File: src/disp_cfg.svh
/*
 * display build macros: digit count, segment count,
 * dot prescaler width and digit period length in dot ticks
 */
`ifndef DISP_CFG_SVH
`define DISP_CFG_SVH

// number of multiplexed digits on the board
`define DISP_DIGITS 4

// number of segments per digit, decimal point not driven
`define SEG_COUNT 7

// one dot tick every 2**DOT_DIV_BITS clock cycles
`define DOT_DIV_BITS 2

// one digit slot lasts 2**DIGIT_DOT_BITS dot ticks
`define DIGIT_DOT_BITS 4

`endif

File: src/disp_pkg.sv
/*
 * display package: digit, segment and anode types
 * plus the hex to seven-segment glyph function
 */
`default_nettype none
`include "disp_cfg.svh"

package disp_pkg;

	typedef logic [3:0] hex_digit_t; // one hex nibble
	typedef logic [`SEG_COUNT-1:0] seg_pattern_t; // active low, bit 6 = a, bit 0 = g
	typedef logic [$clog2(`DISP_DIGITS)-1:0] digit_sel_t; // digit slot index
	typedef logic [`DISP_DIGITS-1:0] anode_t; // active high, bit 0 = least significant digit

	// segment order in a pattern is a b c d e f g, a 0 lights the segment
	function automatic seg_pattern_t glyph_of(input hex_digit_t digit);
		seg_pattern_t glyph;
		case (digit)
			4'h0:    glyph = 7'b0000001;
			4'h1:    glyph = 7'b1001111;
			4'h2:    glyph = 7'b0010010;
			4'h3:    glyph = 7'b0000110;
			4'h4:    glyph = 7'b1001100;
			4'h5:    glyph = 7'b0100100;
			4'h6:    glyph = 7'b0100000;
			4'h7:    glyph = 7'b0001111;
			4'h8:    glyph = 7'b0000000;
			4'h9:    glyph = 7'b0000100;
			4'ha:    glyph = 7'b0001000; // upper case A
			4'hb:    glyph = 7'b1100000; // lower case b
			4'hc:    glyph = 7'b0110001; // upper case C
			4'hd:    glyph = 7'b1000010; // lower case d
			4'he:    glyph = 7'b0110000; // upper case E
			default: glyph = 7'b0111000; // upper case F
		endcase
		return glyph;
	endfunction

endpackage

`default_nettype wire

File: src/disp_if.sv
/*
 * disp_if: stored glyphs and scan ticks shared by the
 * intake, the scan timer and the segment scanner
 */
`timescale 1ns/10ps
`default_nettype none
`include "disp_cfg.svh"

interface disp_if
	import disp_pkg::*;
();

	seg_pattern_t [`DISP_DIGITS-1:0] glyphs; // decoded digits, entry 0 is the rightmost
	logic dot_tick; // one-cycle segment step enable
	logic digit_tick; // one-cycle slot change enable, always with a dot tick
	digit_sel_t digit_sel; // slot that opens on the next digit tick

	modport intake (
		output glyphs
	);

	modport timer (
		output dot_tick,
		output digit_tick,
		output digit_sel
	);

	modport scanner (
		input glyphs,
		input dot_tick,
		input digit_tick,
		input digit_sel
	);

endinterface

`default_nettype wire

File: src/digit_intake.sv
/*
 * digit_intake: decodes each loaded hex digit and shifts
 * its glyph in from the right of the display
 */
`timescale 1ns/10ps
`default_nettype none
`include "disp_cfg.svh"

module digit_intake
	import disp_pkg::*;
(
	input logic CLK,
	input logic reset,
	input logic load,
	input hex_digit_t digit_in,
	disp_if.intake disp
);

	seg_pattern_t [`DISP_DIGITS-1:0] glyph_q; // one stored pattern per digit
	seg_pattern_t new_glyph;

	// decode on arrival so the scanner only ever sees segment patterns
	assign new_glyph = glyph_of(digit_in);

	always_ff @(posedge CLK) begin
		if (reset) begin
			for (int i = 0; i < `DISP_DIGITS; i++) begin
				glyph_q[i] <= '1; // blank digit
			end
		end else if (load) begin
			glyph_q[0] <= new_glyph; // newest digit on the right
			for (int i = 1; i < `DISP_DIGITS; i++) begin
				glyph_q[i] <= glyph_q[i-1]; // oldest digit drops off the left
			end
		end
	end

	assign disp.glyphs = glyph_q;

endmodule

`default_nettype wire

File: src/scan_timer.sv
/*
 * scan_timer: free-running prescaler that issues dot ticks,
 * digit ticks and the digit slot index
 */
`timescale 1ns/10ps
`default_nettype none
`include "disp_cfg.svh"

module scan_timer
	import disp_pkg::*;
(
	input logic CLK,
	input logic reset,
	disp_if.timer disp
);

	localparam int SLOT_W = `DOT_DIV_BITS + `DIGIT_DOT_BITS; // clocks per slot, log2
	localparam int CNT_W = SLOT_W + $bits(digit_sel_t);

	logic [CNT_W-1:0] count_q;
	logic [CNT_W-1:0] count_next;
	logic dot_tick_q;
	logic digit_tick_q;

	assign count_next = count_q + CNT_W'(1);

	// ticks are decoded from the next count so they line up with the
	// cycle in which the counter field is all ones
	always_ff @(posedge CLK) begin
		if (reset) begin
			count_q <= '0;
			dot_tick_q <= 1'b0;
			digit_tick_q <= 1'b0;
		end else begin
			count_q <= count_next;
			dot_tick_q <= &count_next[`DOT_DIV_BITS-1:0];
			digit_tick_q <= &count_next[SLOT_W-1:0]; // last dot of the slot
		end
	end

	assign disp.dot_tick = dot_tick_q;
	assign disp.digit_tick = digit_tick_q;
	assign disp.digit_sel = digit_sel_t'(count_q[CNT_W-1:SLOT_W]); // upper field

	// the scanner blanks and rotates on the same dot, so a slot change off a dot breaks it
	digit_on_dot: assert property (@(posedge CLK) disable iff (reset)
		digit_tick_q |-> dot_tick_q)
		else $error("digit tick without dot tick");

endmodule

`default_nettype wire

File: src/segment_scanner.sv
/*
 * segment_scanner: digit multiplex on the anodes and a one-hot
 * token that lights at most one segment of the slot glyph
 */
`timescale 1ns/10ps
`default_nettype none
`include "disp_cfg.svh"

module segment_scanner
	import disp_pkg::*;
(
	input logic CLK,
	input logic reset,
	disp_if.scanner disp,
	output seg_pattern_t segments,
	output anode_t anodes
);

	localparam seg_pattern_t TOKEN_A = seg_pattern_t'(1) << (`SEG_COUNT - 1); // segment a

	anode_t anode_q;
	seg_pattern_t seg_q;
	seg_pattern_t slot_q; // glyph latched for the whole slot
	seg_pattern_t token_q; // one-hot, same bit order as the pattern
	seg_pattern_t token_next;
	anode_t anode_next;

	// a..g sits at bit 6..0, so stepping a to b is a rotate right
	assign token_next = {token_q[0], token_q[`SEG_COUNT-1:1]};
	assign anode_next = anode_t'(1) << disp.digit_sel;

	always_ff @(posedge CLK) begin
		if (reset) begin
			anode_q <= '0; // all digits off
			seg_q <= '1; // all segments off
			slot_q <= '1; // blank until the first slot opens
			token_q <= TOKEN_A;
		end else if (disp.digit_tick) begin
			anode_q <= anode_next;
			slot_q <= disp.glyphs[disp.digit_sel];
			seg_q <= '1; // nothing of the old digit under the new anode
			token_q <= TOKEN_A; // each slot starts its walk at a
		end else if (disp.dot_tick) begin
			seg_q <= slot_q | ~token_q; // only the token segment may go low
			token_q <= token_next;
		end
	end

	assign segments = seg_q;
	assign anodes = anode_q;

	// peak current allows one digit and one segment at a time
	anodes_onehot0: assert property (@(posedge CLK) disable iff (reset)
		$onehot0(anode_q))
		else $error("more than one anode on: %h", anode_q);

	segments_one_lit: assert property (@(posedge CLK) disable iff (reset)
		$countones(~seg_q) <= 1)
		else $error("more than one segment lit: %h", seg_q);

endmodule

`default_nettype wire

File: src/seven_seg_top.sv
/*
 * seven_seg_top: four-digit hex display driver, digit intake,
 * scan timer and segment scanner joined by disp_if
 */
`timescale 1ns/10ps
`default_nettype none

module seven_seg_top
	import disp_pkg::*;
(
	input logic CLK,
	input logic reset,
	input logic load, // one-cycle strobe, always accepted
	input hex_digit_t digit_in,
	output seg_pattern_t segments, // active low
	output anode_t anodes // active high
);

	disp_if disp_bus ();

	digit_intake intake0 (
		.CLK      (CLK),
		.reset    (reset),
		.load     (load),
		.digit_in (digit_in),
		.disp     (disp_bus.intake)
	);

	scan_timer timer0 (
		.CLK   (CLK),
		.reset (reset),
		.disp  (disp_bus.timer)
	);

	segment_scanner scanner0 (
		.CLK      (CLK),
		.reset    (reset),
		.disp     (disp_bus.scanner),
		.segments (segments),
		.anodes   (anodes)
	);

endmodule

`default_nettype wire

File: config.mk
export PLATFORM = sky130hd
export DESIGN_NAME = seven_seg_top
export DESIGN_NICKNAME = d
export VERILOG_FILES = /design/src/disp_pkg.sv /design/src/disp_if.sv /design/src/digit_intake.sv /design/src/scan_timer.sv /design/src/segment_scanner.sv /design/src/seven_seg_top.sv
export VERILOG_INCLUDE_DIRS = /design/src
export SDC_FILE = /design/constraint.sdc
export NUM_CORES = 1
export LEC_CHECK = 0
export ABC_AREA = 1
export ABC_CLOCK_PERIOD_IN_PS = 2700
export BUFFER_PORTS_ARGS = -buffer_cell sky130_fd_sc_hd__buf_2
export CORE_MARGIN = 3
export CORE_UTILIZATION = 33
export DETAILED_ROUTE_END_ITERATION = 7
export PLACE_DENSITY_LB_ADDON = 0.15
export SLEW_MARGIN = 25
export SYNTH_ARGS = -nofsm -noshare
export SYNTH_HDL_FRONTEND = slang
export SYNTH_SLANG_ARGS = --single-unit
File: constraint.sdc
create_clock -name CLK -period 2.7 [get_ports CLK]
set_clock_uncertainty 0.1 [all_clocks]
set_input_delay 0.81 -clock CLK [delete_from_list [all_inputs] [get_ports CLK]]
set_output_delay 0.81 -clock CLK [all_outputs]
set_load 0.02 [all_outputs]
# Word level (Yosys, flattened, before mapping)
# Memory sizes are Yosys's and may differ from the RTL's. A register that Yosys moved wholly into a read port is not among the register bits.
# Index checks and enable logic that the tools add are counted.
# word_totals
regBits	56
rom_bits	112
input_bits	7
out_inout_bits	11
wordCells	21
mem_count	1
# classes
n_addsub	1
magnitude_cmp	1
shift	1
n_mux	2
bitwise_logic	2
reduce_logical	3
# mem_list
memory	words	word_bits	rd	rd_clocked_by_memory_dff	write_ports	line	source
(name not given)	16	7	1	1	0	disp_pkg.sv:18	case (digit)
# op_table
operator	count
7-bit binary-select mux with 2-bit select	1
8-bit by 1-bit adder with 8-bit output, second input constant	1
7-bit two-way mux	1
7-bit inverter	1
7-bit OR	1
6-bit AND reduction	1
1-bit by 2-bit << shifter with 4-bit output, first input constant	1
2-bit by 3-bit less-than comparator with 1-bit output, second input constant	1
2-bit AND reduction	1
2-bit OR reduction	1

# Longest topological paths before layout
# Gate-level depths: netlist of the first run.
# depth
depth_word	2
ltp_mapped	8
ltp_nobuf	8

# Cells and area by module
# A second synthesis of the first run with hierarchy kept.
# hier_totals
cells_unflattened	382
area_unflattened_um2	2827.7
# modules_own_cells
mod	instances	cells_each	area_each_um2	seq_area_each_um2
digit_intake	1	171	1248.7	560.5
segment_scanner	1	149	1118.6	500.5
scan_timer	1	62	460.4	200.2

# Least setup slack after synthesis of the first run
# Ideal clock, no wire load.
# synth_timing
kind	input-to-reg
startpoint	in digit_in[1]
endpoint	reg intake0.glyph_q, in the netlist intake0.disp.glyphs[6]
setup_time_ps	123
arrival_time_ps	1396
required_time_ps	2477
setup_slack_ps	1081
path_stages	8
path_buffers	0
path_cell_list	inv_1 ha_1 inv_1 nand2_1 nand3_1 nand2_1 nand2_1 nand3_1
# synth_rtl
element	line	source
start, declared	seven_seg_top.sv:14	input hex_digit_t digit_in,
end, declared	digit_intake.sv:19	seg_pattern_t [`DISP_DIGITS-1:0] glyph_q;

# Worst setup path after layout of the first run
# layout_timing
startpoint	reg scanner0.anode_q[1] (netlist: scanner0.anodes[1])
endpoint	out anodes[1]
# layout_rtl
element	line	source
start, declared	segment_scanner.sv:21	anode_t anode_q;
start signal, assigned	segment_scanner.sv:39	anode_q <= anode_next;
end, declared	seven_seg_top.sv:16	output anode_t anodes
# No word-level cell between the ends.

==> results of run 1 <==
layer usage:
layer / routed length (um) / GRT usage / vias to the layer above
met2: 2570 / 0.208 / 40
met4: 85 / 0.0604 / 0
li1: - / - / 1191
met3: 243 / 0.0453 / 7
met5: 0 / 0 / -
met1: 2830 / 0.178 / 1009
path summary, 6_finish.rpt:
check	endpoint	slack [ps]
min reg2reg	scanner0.anodes[2]	350
max	anodes[1]	920
max reg2reg	scanner0.slot_q[0]	1220
min	scanner0.anodes[2]	350
per-stage QoR:
| stage | hold WS (ps) | setup slack (ps) | utilization |
|---|---|---|---|
| after CTS | 356 | 896 | 0.384 |
| after global routing | 377 | 865 | 0.384 |
| after global placement | 339 | 658 | 0.359 |
| final | 354 | 923 | 0.384 |
| after detailed placement | 343 | 653 | 0.359 |
| after floorplan | 329 | 1080 | - |
cells by family after synthesis:
family | count (synthesis)
flops | 63
fa+ha+maj | 8
buf+inv | 47
xor+xnor | 1
simple gates | 196
compound gates | 48
synth_stat cells (all sizes together):
cell type | count | share of area
a31oi | 1 | 0.0024
inv | 31 | 0.044
xor2 | 1 | 0.0033
nor2 | 36 | 0.057
nand4 | 1 | 0.0024
o22ai | 6 | 0.014
o21bai | 1 | 0.0028
clkbuf | 5 | 0.0075
nand2 | 116 | 0.17
ha | 8 | 0.038
nand3 | 42 | 0.079
o211ai | 5 | 0.014
buf | 11 | 0.026
a21oi | 19 | 0.036
o21ai | 16 | 0.030
dfxtp | 63 | 0.47
nor3 | 1 | 0.0019
power breakdown:
part | switching, mW | total (mW) | internal (mW)
logic | 0.0804 | 0.122 | 0.0417
registers | 0.0267 | 0.991 | 0.965
clock network | 0.381 | 0.808 | 0.427
sequential cells by signal, indices dropped and copies added (netlist names):
| register | flops |
|---|---|
| timer0.count_q | 8 |
| scanner0.token_q | 7 |
| intake0.disp.glyphs | 28 |
| scanner0.anodes | 4 |
| scanner0.slot_q | 7 |
| timer0.disp.dot_tick | 1 |
| scanner0.segments | 7 |
| timer0.disp.digit_tick | 1 |
final cells by class:
type                       instances  area [um^2]  area share
clock inverter                     7         73.8      0.0247
inverter                          31          116      0.0390
clock buffer                       9          124      0.0415
sequential                        63         1260       0.422
multi-input combinational        253         1190       0.399
tap                              102          128      0.0427
timing repair buffer              18         92.6      0.0310
==> results.sh, run 1 <==
export IMPL_status="completed"
export IMPL_fmax_mhz=563
export IMPL_drt_iter0_drc=134
export IMPL_final_antenna_net_count=0
export IMPL_drive_above_1_share=0.110
export IMPL_tightest_slew_ps=565
export IMPL_relSlewSlack=0.623
export IMPL_synth_top_family_by_area="simple AND/OR/NAND/NOR gates"
export IMPL_hold_class="flop to flop"
export IMPL_setup_worst_path_start="scanner0.anodes[1]"
export IMPL_num_fill_cells=860
export IMPL_dieArea_um2=9160
export IMPL_criticalPathCategory="flop to output pin"
export IMPL_design_area_um2=2990
export IMPL_grt_pass1_vias=2043
export IMPL_clk_pin_slew_ps=70
export IMPL_muxShareOfSynthArea=0
export IMPL_port_buffers=17
export IMPL_grt_usage=0.138
export IMPL_yosysWarningCount=0
export IMPL_area_growth_pct=12.4
export IMPL_holdCritStartpoint="scanner0.anodes[2]"
export IMPL_critPathMaxStageDelay_ps=350
export IMPL_synth_fp_nets=378
export IMPL_htree_levels=3
export IMPL_numCtsBuffers=9
export IMPL_synthDistinctLibCells=24
export IMPL_antenna_found_initial=0
export IMPL_diodes=0
export IMPL_initial_utilization=0.342
export IMPL_synth_xor_area_share=0.00330
export IMPL_synth_seq_cells=63
export IMPL_p_total_mw=1.92
export IMPL_cp_depth=1
export IMPL_post_synth_fa_ha_maj_area_fraction=0.0377
export IMPL_drtPass1Iterations=4
export IMPL_postSynthCellCount=363
export IMPL_clock_latency_ps=340
export IMPL_layout_commonest_cell="nand2_1"
export IMPL_placementRows=32
export IMPL_critPathTopFamily="flip-flops"
export IMPL_netlist_area_um2=2660
export IMPL_cp_cell_sequence="buf_2"
export IMPL_tns_ps=0
export IMPL_rsz0062_at_grt="no"
export IMPL_period_needed_ps=1780
export IMPL_synth_seq_area_share=0.475
export IMPL_yosys_area_share_simple=0.308
export IMPL_clockBufferDepth=2
export IMPL_finalSetupViolCount=0
export IMPL_vdd_drop_max_mv=0.464
export IMPL_vias=2247
export IMPL_fin_nets=391
export IMPL_core_um2=7770
export IMPL_num_io_pins=18
export IMPL_leakage_nw=1.30
export IMPL_clockRootBuffer="clkbuf_8"
export IMPL_post_cts_buffers=0
export IMPL_die_h_um=95.7
export IMPL_whs_path_depth=2
export IMPL_crit_fanout=2
export IMPL_drcViolationCount=0
export IMPL_setup_worst_path_end_class="output pin"
export IMPL_fin_crit_sh=0.658
export IMPL_p_per_area_nw_per_um2=644
export IMPL_via_per_inst=4.65
export IMPL_holdBufCountCts=0
export IMPL_arrival_ps=870
export IMPL_stdcell_count=483
export IMPL_clkSinkCount=63
export IMPL_report_final_slew_viol_count=0
export IMPL_hold_viol=0
export IMPL_start_kind="flop"
export IMPL_synth_compound_area_frac=0.0994
export IMPL_dp_hpwl_mm=3.93
export IMPL_grt_pass1_wl_mm=9.63
export IMPL_grt_max_degree=35
export IMPL_cap_violations=0
export IMPL_grt_overflow=0
export IMPL_path_buf_inv=1
export IMPL_cts_repair_resized=0
export IMPL_r2r_start="timer0.count_q[6]"
export IMPL_die_x_um=95.7
export IMPL_tritoncts="built"
export IMPL_r2r_cells=5
export IMPL_avgSynthCellArea_um2=7.32
export IMPL_final_cell_mix="115 x nand2_1, 63 x dfxtp_1, 42 x nand3_1, 33 x nor2_1, 27 x inv_1"
export IMPL_slowest_stage="dfxtp_1"
export IMPL_finalWeightedCongestion=0.813
export IMPL_wl_per_cell_um=11.8
export IMPL_routed_wl_mm=5.72
export IMPL_required_ps=1790
export IMPL_place_inst=467
export IMPL_place_area_um2=2790
No activity file was read; power rests on OpenSTA's default activity.
==> run 2, diff against run 1 <==
--- a/config.mk
+++ b/config.mk
@@ -7,7 +7,7 @@
 export NUM_CORES = 1
 export LEC_CHECK = 0
 export ABC_AREA = 1
-export ABC_CLOCK_PERIOD_IN_PS = 2700
+export ABC_CLOCK_PERIOD_IN_PS = 1500
 export BUFFER_PORTS_ARGS = -buffer_cell sky130_fd_sc_hd__buf_2
 export CORE_MARGIN = 3
 export CORE_UTILIZATION = 33
==> constraint.sdc (replaced) <==
create_clock -name CLK -period 1.5 [get_ports CLK]
set_clock_uncertainty 0.1 [all_clocks]
set_input_delay 0.45 -clock CLK [delete_from_list [all_inputs] [get_ports CLK]]
set_output_delay 0.45 -clock CLK [all_outputs]
set_load 0.02 [all_outputs]
==> run 2 against run 1 <==
Against the previous run:
- sequential share of layout area shrank 0.92 points
- count of clock-buffer cells in the layout is the same
- flip-flop and latch count is the same
- global-route usage grew 0.15 points
- utilization grew 0.85 points
==> results.sh, run 2 (synthesis gave the netlist of run 1 again) <==
export IMPL_leakage_nw=1.34
export IMPL_clockRootBuffer="clkbuf_8"
export IMPL_layout_commonest_cell="nand2_1"
export IMPL_dieArea_um2=9160
export IMPL_hold_viol=0
export IMPL_final_antenna_net_count=0
export IMPL_vdd_drop_max_mv=0.574
export IMPL_p_per_area_nw_per_um2=1140
export IMPL_finalWeightedCongestion=0.850
export IMPL_start_kind="flop"
export IMPL_critPathTopFamily="flip-flops"
export IMPL_die_h_um=95.7
export IMPL_worstReg2RegEnd="timer0.count_q[6]"
export IMPL_via_per_inst=4.55
export IMPL_setup_worst_path_end_class="output pin"
export IMPL_dp_hpwl_mm=4.15
export IMPL_register_area_um2=1260
export IMPL_clock_latency_ps=340
export IMPL_routed_wl_mm=5.75
export IMPL_clockBufferDepth=2
export IMPL_post_cts_buffers=0
export IMPL_r2r_start="timer0.count_q[0]"
export IMPL_port_buffers=17
export IMPL_critPathMaxStageDelay_ps=360
export IMPL_holdBufCountCts=0
export IMPL_fin_nets=400
export IMPL_routedLengthMet1_mm=2.94
export IMPL_tightest_slew_ps=375
export IMPL_grt_pass1_wl_mm=9.72
export IMPL_core_um2=7770
export IMPL_post_route_util=0.393
export IMPL_multiInputGateArea_um2=1190
export IMPL_tritoncts="built"
export IMPL_tns_ps=0
export IMPL_diodes=0
export IMPL_grt_max_degree=23
export IMPL_status="completed"
export IMPL_num_io_pins=18
export IMPL_clk_pin_slew_ps=70
export IMPL_finalSetupViolCount=0
export IMPL_report_final_slew_viol_count=0
export IMPL_rrSetupSlack_ps=190
export IMPL_vias=2237
export IMPL_crit_fanout=2
export IMPL_die_x_um=95.7
export IMPL_fin_crit_sh=0.954
export IMPL_area_growth_pct=14.9
export IMPL_drive_above_1_share=0.131
export IMPL_path_buf_inv=1
export IMPL_hold_class="input pin to flop"
export IMPL_maxUsedRoutingLayer="met4"
export IMPL_numCtsBuffers=9
export IMPL_clkSinkCount=63
export IMPL_endpoint="anodes[0]"
export IMPL_cp_depth=1
export IMPL_worst_slack_ps=68.7
export IMPL_holdWs_ps=298
export IMPL_htree_levels=3
export IMPL_setup_worst_path_start="scanner0.anodes[0]"
export IMPL_wl_met3_um=210
export IMPL_pre_cts_slack_ps=43.0
export IMPL_cap_violations=0
export IMPL_grt_pass1_vias=2068
export IMPL_grt_usage=0.139
export IMPL_largest_reg_flops=28
export IMPL_required_ps=950
export IMPL_wl_met2_mm=2.48
export IMPL_final_cell_mix="115 x nand2_1, 63 x dfxtp_1, 42 x nand3_1, 33 x nor2_1, 27 x inv_1"
export IMPL_antenna_found_initial=0
export IMPL_period_needed_ps=1430
export IMPL_drt_iter0_drc=74
export IMPL_slowest_stage="dfxtp_1"
export IMPL_drcViolationCount=0
export IMPL_num_fill_cells=847
export IMPL_drtPass1Iterations=4
export IMPL_criticalPathCategory="flop to output pin"
export IMPL_placementRows=32
export IMPL_rsz0062_at_grt="no"
export IMPL_initial_utilization=0.342
export IMPL_cts_repair_resized=0
export IMPL_relSlewSlack=0.750
export IMPL_arrival_ps=880
export IMPL_grt_overflow=0
export IMPL_wl_per_cell_um=11.7
export IMPL_fmax_mhz=699
export IMPL_r2r_cells=6
export IMPL_cp_cell_sequence="buf_2"
run 2: metal layers:
metal  GRT usage  vias up
met1       0.183      987
met4      0.0569        0
met3      0.0469       10
li1            -     1212
met5           0        -
met2       0.209       28
run 2: metrics by stage:
stage                     instance area (um^2)  power [mW]  instances
after detailed placement                  2860        2.06        476
final                                     3050        3.47        492
after CTS                                 3050        3.53        492
after global routing                      3050        3.64        492
after floorplan                           2660        1.99        363
after global placement                    2860        2.06        476
run 2: how the worst min path moves through the flow:
stage | from | endpoint | slack, ps | cells after the start
floorplan | intake0.disp.glyphs[21] | intake0.disp.glyphs[21] | 330 | 2
global placement | intake0.disp.glyphs[25] | intake0.disp.glyphs[25] | 340 | 2
detailed placement | intake0.disp.glyphs[26] | intake0.disp.glyphs[26] | 340 | 2
CTS | load | intake0.disp.glyphs[5] | 280 | 3
global route | load | intake0.disp.glyphs[6] | 300 | 3
finish | load | intake0.disp.glyphs[5] | 300 | 3
run 2: power breakdown:
| group | switching [mW] | internal (mW) |
|---|---|---|
| clock | 0.677 | 0.768 |
| combinational | 0.151 | 0.0887 |
| sequential | 0.0462 | 1.74 |
run 2: layout make-up:
cell class	count	area share
sequential	63	0.413
clock buffer	9	0.0406
timing repair buffer	27	0.0525
clock inverter	7	0.0238
multi-input combinational	253	0.390
inverter	31	0.0381
tap	102	0.0418
